==> src/pdp8_panel_pkg.sv <==
// shared types and sizes for the console path, imported by every panel module.

package pdp8_panel_pkg;

    // machine word and core size.
    localparam int word_bits = 12;
    localparam int mem_words = 4096;

    // data word, used for switches, mb, memory data and the display.
    typedef logic [word_bits-1:0] pdp8_word_t;

    // core address, 4k words.
    typedef logic [$clog2(mem_words)-1:0] pdp8_addr_t;

    // console commands, one per key.
    typedef enum logic [2:0]
    {
        op_none,
        op_load_addr,
        op_deposit,
        op_examine,
        op_clear
    } panel_op_e;

    // data display source.
    typedef enum logic [1:0]
    {
        sel_ma,
        sel_mb,
        sel_md,   // word at current ma.
        sel_lamp  // all lamps on.
    } disp_sel_e;

    // one-cycle command with the switch value taken at the key press.
    typedef struct packed
    {
        panel_op_e  op;
        pdp8_word_t sr;
    } panel_cmd_t;

    // register view for the display.
    typedef struct packed
    {
        pdp8_addr_t ma;
        pdp8_word_t mb;
        pdp8_word_t md;
    } panel_regs_t;

endpackage

==> src/display_mux.sv <==
// console data display, registers ma, mb, the word at ma or the lamp test onto the lamps.
`timescale 1ns/100ps

module display_mux
(
    input  logic                       clk,
    input  logic                       rst_n,
    input  pdp8_panel_pkg::disp_sel_e   dsel,
    input  pdp8_panel_pkg::panel_regs_t regs,
    output pdp8_panel_pkg::pdp8_word_t  ds
);

    import pdp8_panel_pkg::*;

    pdp8_word_t ds_next;

    // source select.
    always_comb
    begin
        case (dsel)
            sel_ma:
            begin
                ds_next = regs.ma;
            end
            sel_mb:
            begin
                ds_next = regs.mb;
            end
            sel_md:
            begin
                ds_next = regs.md; // follows ma.
            end
            sel_lamp:
            begin
                ds_next = '1;
            end
            default:
            begin
                ds_next = '0;
            end
        endcase
    end

    // lamps dark in reset.
    always_ff @(posedge clk)
    begin
        if (!rst_n)
            ds <= '0;
        else
            ds <= ds_next;
    end

    // the select switch must be a real level once running.
    a_dsel_known: assert property (@(posedge clk) disable iff (!rst_n)
        !$isunknown(dsel));

endmodule

==> config.mk <==
export PLATFORM = sky130hd
export DESIGN_NAME = display_mux
export DESIGN_NICKNAME = d
export VERILOG_FILES = /design/src/pdp8_panel_pkg.sv /design/src/display_mux.sv
export SDC_FILE = /design/constraint.sdc
export NUM_CORES = 1
export LEC_CHECK = 0
export BUFFER_PORTS_ARGS = -buffer_cell sky130_fd_sc_hd__buf_2
export CORE_MARGIN = 2
export CORE_UTILIZATION = 32
export CTS_CLUSTER_SIZE = 8
export DETAILED_ROUTE_END_ITERATION = 8
export PLACE_DENSITY = 0.84
export SYNTH_ARGS = -nofsm -noshare
export SYNTH_HDL_FRONTEND = slang
export SYNTH_SLANG_ARGS = --single-unit
==> constraint.sdc <==
create_clock -name clk -period 0.87 [get_ports clk]
set_input_delay 0.087 -clock clk [delete_from_list [all_inputs] [get_ports clk]]
set_output_delay 0.087 -clock clk [all_outputs]
set_load 0.02 [all_outputs]
==> results.sh <==
export IMPL_status="complete, no violations"
export IMPL_cts_tree="done"
export IMPL_final_max_slew_violation_count=0
export IMPL_synthTopCellsByArea="dfxtp_1 (42%), mux2_4 (26%), o221a_1 (19%)"
export IMPL_yosysSeqAreaShare_pct=41.6
export IMPL_synth_edff_count=0
export IMPL_via_per_inst=4.41
export IMPL_post_cts_buffers=0
export IMPL_htree_levels=1
export IMPL_netlist_instances=41
export IMPL_powerDensity_nw_per_um2=1490
export IMPL_syn2layout_area_growth_pct=60.4
export IMPL_finalPower_mw=1.38
export IMPL_peakVddDrop_mv=0.564
export IMPL_max_stage_delay_ps=320
export IMPL_fp_dieW_microns=46.5
export IMPL_multi_input_area_sq_um=314
export IMPL_hold_viol_final=0
export IMPL_ant_nets=0
export IMPL_grt_pass1_wl_microns=1970
export IMPL_cts_resized=0
export IMPL_p_clk_share_pct=30.0
export IMPL_drtPass1Iterations=4
export IMPL_cp_max_fo=1
export IMPL_cap_violations=0
export IMPL_ys_ff_latch=12
export IMPL_fmax_mhz=1220
export IMPL_postCtsHoldBufs=0
export IMPL_start_util_pct=33.8
export IMPL_crit_required_ps=780
export IMPL_pwr_share_comb_pct=26.4
export IMPL_num_io_pins=52
export IMPL_yosysMostFrequentCell="dfxtp_1"
export IMPL_wl_met3_microns=151
export IMPL_num_vias=538
export IMPL_core_area_sq_um=1710
export IMPL_setup_violations_final=0
export IMPL_switching_share_pct=23.6
export IMPL_portBuffers=51
export IMPL_antenna_found_initial=0
export IMPL_nets=138
export IMPL_diodes=0
export IMPL_relSlewSlack_pct=87.2
export IMPL_largestRegisters="ds: 12 flops"
export IMPL_yosys_area_top_type_share_pct=41.6
export IMPL_path_clk_slew_ps=70
export IMPL_hold_class="primary input to flip-flop"
export IMPL_rsz0062_at_grt="no"
export IMPL_largest_reg_flops=12
export IMPL_n_fill_cell=157
export IMPL_ys_types=9
export IMPL_grt_pass1_vias=460
export IMPL_synthFlopType="dfxtp_1"
export IMPL_clkSinkCount=12
export IMPL_routed_wl_microns=1330
export IMPL_die_area_sq_um=2160
export IMPL_row_count=15
export IMPL_critical_path_cell_chain="buf_2"
export IMPL_crit_path_top_delay_cell="dfxtp_1"
export IMPL_grt_total_usage_pct=13.2
export IMPL_finalSetupTns_ps=0
export IMPL_gp_congestion=0.689
export IMPL_power_leakage_nw=0.482
export IMPL_syn_nets=81
export IMPL_crit_arrival_ps=730
export IMPL_seqPwrFrac_pct=43.6
export IMPL_min_period_ps=818
export IMPL_avgSynthCellArea_sq_um=14.1
export IMPL_cp_num_buf_inv=1
export IMPL_netlist_top_cells_count="dfxtp_1 (12), mux2_4 (10), o221a_1 (10)"
export IMPL_worst_slew_pin_slew_ps=192
export IMPL_wl_met1_microns=525
export IMPL_crit_path_start_kind="flip-flop"
export IMPL_instances_no_fill=122
export IMPL_seq_area_sq_um=240
export IMPL_wl_met2_microns=638
export IMPL_switchingPower_mw=0.325
export IMPL_drc=0
export IMPL_grt_max_degree=13
export IMPL_synth_top_area_cell="dfxtp_1"
export IMPL_clk_path_buf_depth=2
export IMPL_drive_above_1_share_pct=76.3
export IMPL_syn_cell_area_sq_um=578
export IMPL_die_h_microns=46.5
export IMPL_top_layer="met4"
export IMPL_cts_made_buffers=3
export IMPL_critPathTopFamily="flip-flops"
export IMPL_critical_path_class="flip-flop to primary output"
export IMPL_overflow=0
export IMPL_finalCritPeriodShare_pct=94.0
export IMPL_wl_per_cell_microns=10.9
export IMPL_first_iter_violations=3
export IMPL_largest_register="ds"
export IMPL_yosys_warnings=0
export IMPL_async_reset_ff_share_pct=0
export IMPL_p_int_mw=1.05
export IMPL_cp_end_kind="primary output"
export IMPL_place_inst=118
export IMPL_cts_root_buf="clkbuf_4"
path summary, 6_finish.rpt:
check | startpoint | end | depth (start not counted)
setup / recovery | ds[11] | ds[11] | 1
hold / removal | regs[12] | ds[0] | 2
metrics by stage:
step | cell area, sq um | utilization, % | setup WS [ps] | hold slack (ps)
6_report | 927 | 54.3 | 51.9 | 97.3
5_1_grt | 927 | 54.3 | 1.21 | 93.5
4_1_cts | 927 | 54.3 | 29.9 | 86.5
3_5_place_dp | 891 | 52.2 | -186 | 363
3_3_place_gp | 891 | 52.2 | -175 | 357
2_1_floorplan | 578 | - | 17.0 | 229
power by group through the flow:
stage	Clock, mW	Combinational, mW	Sequential, mW
CTS	0.431	0.366	0.602
global placement	0	0.357	0.615
detailed placement	0	0.365	0.615
global route	0.463	0.390	0.604
finish	0.413	0.363	0.601
floorplan	0	0.143	0.674
layer usage:
layer,up-vias,track usage [%]
met4,0,8.00
met5,-,0
met1,228,16.8
met2,29,19.2
li1,279,-
met3,2,3.92
area by class of cell:
| type | instances | area share [%] |
|---|---|---|
| timing repair buffer | 56 | 32.9 |
| multi-input combinational | 25 | 33.9 |
| clock buffer | 4 | 3.91 |
| sequential | 12 | 25.9 |
| tap | 25 | 3.37 |
cell families after synthesis:
family                 count (synthesis)  synth area share, %
buffers and inverters                  4                 4.11
muxes                                 12                 29.9
and+or+nand+nor                        1                 1.08
AOI/OAI and AO/OA                     12                 23.4
DFF                                   12                 41.6
cells in the final DEF (no fill, tap or decap):
cell type | synthesis | final
nand2b_1 | 1 | 1
dfxtp_1 | 12 | 12
mux2_4 | 10 | 10
clkbuf_8 | 0 | 1
buf_4 | 0 | 4
o221a_1 | 10 | 10
clkbuf_4 | 0 | 3
mux2_2 | 2 | 2
buf_2 | 1 | 51
buf_12 | 0 | 1
o221a_2 | 2 | 2
Power figures use the tool's default switching activity.
