==> config.mk <==
export PLATFORM = sky130hd
export DESIGN_NAME = front_panel
export DESIGN_NICKNAME = d
export VERILOG_FILES = /design/src/pdp8_panel_pkg.sv /design/src/front_panel.sv
export SDC_FILE = /design/constraint.sdc
export NUM_CORES = 1
export LEC_CHECK = 0
export ABC_AREA = 1
export BUFFER_PORTS_ARGS = -buffer_cell sky130_fd_sc_hd__buf_2
export CAP_MARGIN = 5
export CORE_ASPECT_RATIO = 1.25
export CORE_MARGIN = 8
export CORE_UTILIZATION = 40
export DETAILED_ROUTE_END_ITERATION = 10
export HOLD_SLACK_MARGIN = 0.03
export PLACE_DENSITY = 0.73
export REMOVE_ABC_BUFFERS = 1
export SLEW_MARGIN = 30
export SYNTH_ARGS = -nofsm -noshare
export SYNTH_HDL_FRONTEND = slang
export SYNTH_SLANG_ARGS = --single-unit
==> constraint.sdc <==
create_clock -name clk -period 1.6 [get_ports clk]
set_input_delay 0.32 -clock clk [delete_from_list [all_inputs] [get_ports clk]]
set_output_delay 0.32 -clock clk [all_outputs]
set_load 0.01 [all_outputs]
==> src/pdp8_panel_pkg.sv <==
// shared types and sizes for the console path, imported by every panel module.

package pdp8_panel_pkg;

    // machine word and core size.
    localparam int word_bits = 12;
    localparam int mem_words = 4096;

    // data word, used for switches, mb, memory data and the display.
    typedef logic [word_bits-1:0] pdp8_word_t;

    // core address, 4k words.
    typedef logic [$clog2(mem_words)-1:0] pdp8_addr_t;

    // console commands, one per key.
    typedef enum logic [2:0]
    {
        op_none,
        op_load_addr,
        op_deposit,
        op_examine,
        op_clear
    } panel_op_e;

    // data display source.
    typedef enum logic [1:0]
    {
        sel_ma,
        sel_mb,
        sel_md,   // word at current ma.
        sel_lamp  // all lamps on.
    } disp_sel_e;

    // one-cycle command with the switch value taken at the key press.
    typedef struct packed
    {
        panel_op_e  op;
        pdp8_word_t sr;
    } panel_cmd_t;

    // register view for the display.
    typedef struct packed
    {
        pdp8_addr_t ma;
        pdp8_word_t mb;
        pdp8_word_t md;
    } panel_regs_t;

endpackage

==> src/front_panel.sv <==
// console key front end, turns key presses into single command pulses for the memory.
`timescale 1ns/100ps

module front_panel
(
    input  logic                      clk,
    input  logic                      rst_n,
    input  pdp8_panel_pkg::pdp8_word_t sr,
    input  logic                      load_addr,
    input  logic                      dep,
    input  logic                      exam,
    input  logic                      clear,
    output pdp8_panel_pkg::panel_cmd_t cmd
);

    import pdp8_panel_pkg::*;

    // one bit per console key, highest priority first.
    typedef struct packed
    {
        logic clear;
        logic load_addr;
        logic dep;
        logic exam;
    } panel_keys_t;

    panel_keys_t keys_in;
    panel_keys_t sync_1;
    panel_keys_t sync_2;
    panel_keys_t prev;
    panel_keys_t press;

    panel_op_e   op_next;
    panel_op_e   op_q;
    pdp8_word_t  sr_q;

    assign keys_in = '{clear: clear, load_addr: load_addr, dep: dep, exam: exam};

    // two-flop synchronizer plus last value for edge detection.
    always_ff @(posedge clk)
    begin
        if (!rst_n)
        begin
            sync_1 <= '0;
            sync_2 <= '0;
            prev   <= '0;
        end
        else
        begin
            sync_1 <= keys_in;
            sync_2 <= sync_1;
            prev   <= sync_2;
        end
    end

    assign press = sync_2 & ~prev; // rising edge only.

    // clear beats load address beats deposit beats examine.
    always_comb
    begin
        op_next = op_none;
        if (press.clear)
            op_next = op_clear;
        else if (press.load_addr)
            op_next = op_load_addr;
        else if (press.dep)
            op_next = op_deposit;
        else if (press.exam)
            op_next = op_examine;
    end

    always_ff @(posedge clk)
    begin
        if (!rst_n)
            op_q <= op_none;
        else
            op_q <= op_next;
    end

    // switches captured with the command.
    always_ff @(posedge clk)
    begin
        sr_q <= sr;
    end

    assign cmd = '{op: op_q, sr: sr_q};

    // a press yields one pulse, never two in a row.
    a_single_pulse: assert property (@(posedge clk) disable iff (!rst_n)
        (op_q != op_none) |=> (op_q == op_none));

endmodule

==> flow_summary.yaml <==
clocking:
  cts_root_buffer: "clkbuf_4"
  htree_levels: 1
  cts_setup_buffers: 0
  cts_buffers: 3
  ctsResizeCount: 0
  ctsHoldBuffers: 0
  clk_path_buf_depth: 2
  cts_tree: "built"
  clk_pin_slew_ns: 0.13
  clkSinkCount: 27
  clock_latency_ns: 0.32
logic_synthesis:
  syn-instance-count: 68
  synth_warnings: 0
  synth_cell_type_count: 8
  synth.cell_area_sq_um: 705.7
  syn_area_per_cell_sq_um: 10.38
  yosysSeqAreaShare_pct: 76.60
  ys_ff_latch: 27
pwr:
  p_leak_nw: 0.5216
  finalPower_mw: 1.066
  ir_drop_uv: 648.2
  powerDensity_nw_per_um2: 1173
timing:
  finalCritPeriodShare_pct: 68.79
  final-max-slew-violation-count: 0
  hold_violations: 0
  tightestPinTransition_ns: 0.2251
  setup_viol: 0
  setup_tns_ns: 0
  period_minus_slack_ns: 1.101
  fin_ws_ns: 0.4993
  finalClockSkew_ns: 0.0007542
  fmax_mhz: 908.6
  hold_ws_ns: 0.08630
  rsz0062_at_grt: "false"
  slew_headroom_pct: 84.99
critical_path:
  path_cells: "buf_2"
  crit_required_ns: 1.28
  cpMaxStageDelayCell: "dfxtp_1"
  max_stage_delay_ns: 0.34
  worstSetupPathType: "reg -> out"
  critPathBufInv: 1
  start_kind: "register"
  crit_family: "flip-flops"
  crit_fanout: 1
  endpoint_kind: "output port"
  cp.arrival_ns: 0.78
die:
  initial_core_util_pct: 40.96
  die_y_um: 62.96
  core_sq_um: 1723
  dieArea_sq_um: 3372
  die_x_um: 53.57
  ios: 33
  std_cell_rows: 17
placed_design:
  gp_congestion: 0.6460
  place_hpwl_um: 887
  portBuffers: 32
  dpl_cell_area_sq_um: 878.3
  pre_cts_slack_ns: 0.7854
run_status:
  status: "complete, no violations"
cells_and_area:
  final_cell_mix: "buf_2, dfxtp_1, nand2_1, inv_1"
  syn2layout_area_growth_pct: 28.72
  final_area_sq_um: 908.4
  multi_input_area_sq_um: 90.09
  fillers: 161
  seqCellArea_sq_um: 540.5
  diodes: 0
  final_common_cell: "buf_2"
  final_nets: 122
  drive_above_1_share_pct: 34.95
detailed_routing:
  drtIter0Drc: 12
  via_per_inst: 3.910
  drt_drc_violations_left: 0
  vias: 477
  drt.antenna.violating_nets: 0
  wl_per_cell_um: 9.230
  drt-total-wl_mm: 1.126
  dr.pass1.iters: 4
global_routing:
  antenna_found_initial: 0
  grt_max_degree: 17
  grt_pass1_wl_mm: 1.814
  grt_usage_pct: 7.254
  grt_pass1_vias: 458
  overflow: 0
min_path:
  hold_path.class: "in -> reg"
flow_run:
  maxCapViolCount: 0
power by group:
group          total [mW]  internal, mW  switching [mW]
combinational      0.0692        0.0340          0.0352
sequential          0.710         0.703         0.00703
clock               0.286        0.0956           0.190
synthesized netlist by cell type:
library cell  number  area share (%)
dfxtp_1           27              77
inv_1             17             9.0
nand2_1           17             9.0
nor2_1             3             1.6
a21oi_1            1            0.71
buf_6              1             1.6
nand3_1            1            0.71
o21ai_0            1            0.71
registers in the layout, indices dropped and copies added, names as in the netlist:
| register | cells |
|---|---|
| sr_q | 12 |
| op_q | 3 |
| prev | 4 |
| sync_1 | 4 |
| sync_2 | 4 |
kinds of logic (layout without fill, tap and decap cells):
| family | Yosys count | count (layout) | share of synthesized area (%) |
|---|---|---|---|
| buf+inv | 18 | 53 | 10.64 |
| simple gates | 21 | 21 | 11.35 |
| flops | 27 | 27 | 76.60 |
| compound gates | 2 | 2 | 1.417 |
final timing paths:
check	startpoint	endpoint	slack [ns]	cells past startpoint
min reg2reg	prev[3]	op_q[2]	0.42	1
min	sr[3]	sr_q[3]	0.09	1
max reg2reg	sync_2[0]	op_q[1]	0.89	4
max	sr_q[8]	cmd[8]	0.50	1
layer usage:
layer  routed length [um]  vias up  GRT usage, %  share of wire (%)
li1                     -      258             -                  -
met5                    0        -             0                  0
met4                   59        0         7.595                5.2
met2                  600       15         11.91                 53
met1                  417      199         6.648                 37
met3                   49        5         1.429                4.4
final cells by class:
class	count	area share (%)
Inverter	17	7.025
Clock buffer	3	2.479
Sequential cell	27	59.50
Multi-Input combinational cell	23	9.917
Tap cell	19	2.617
Clock inverter	1	0.8264
Timing Repair Buffer	32	17.63
per-stage QoR:
| step | utilization [%] | cells |
|---|---|---|
| after floorplan | - | 67 |
| after global placement | 50.98 | 118 |
| after detailed placement | 50.98 | 118 |
| after CTS | 52.72 | 122 |
| after global routing | 52.72 | 122 |
| final | 52.72 | 122 |
No activity file was read; power rests on OpenSTA's default activity.
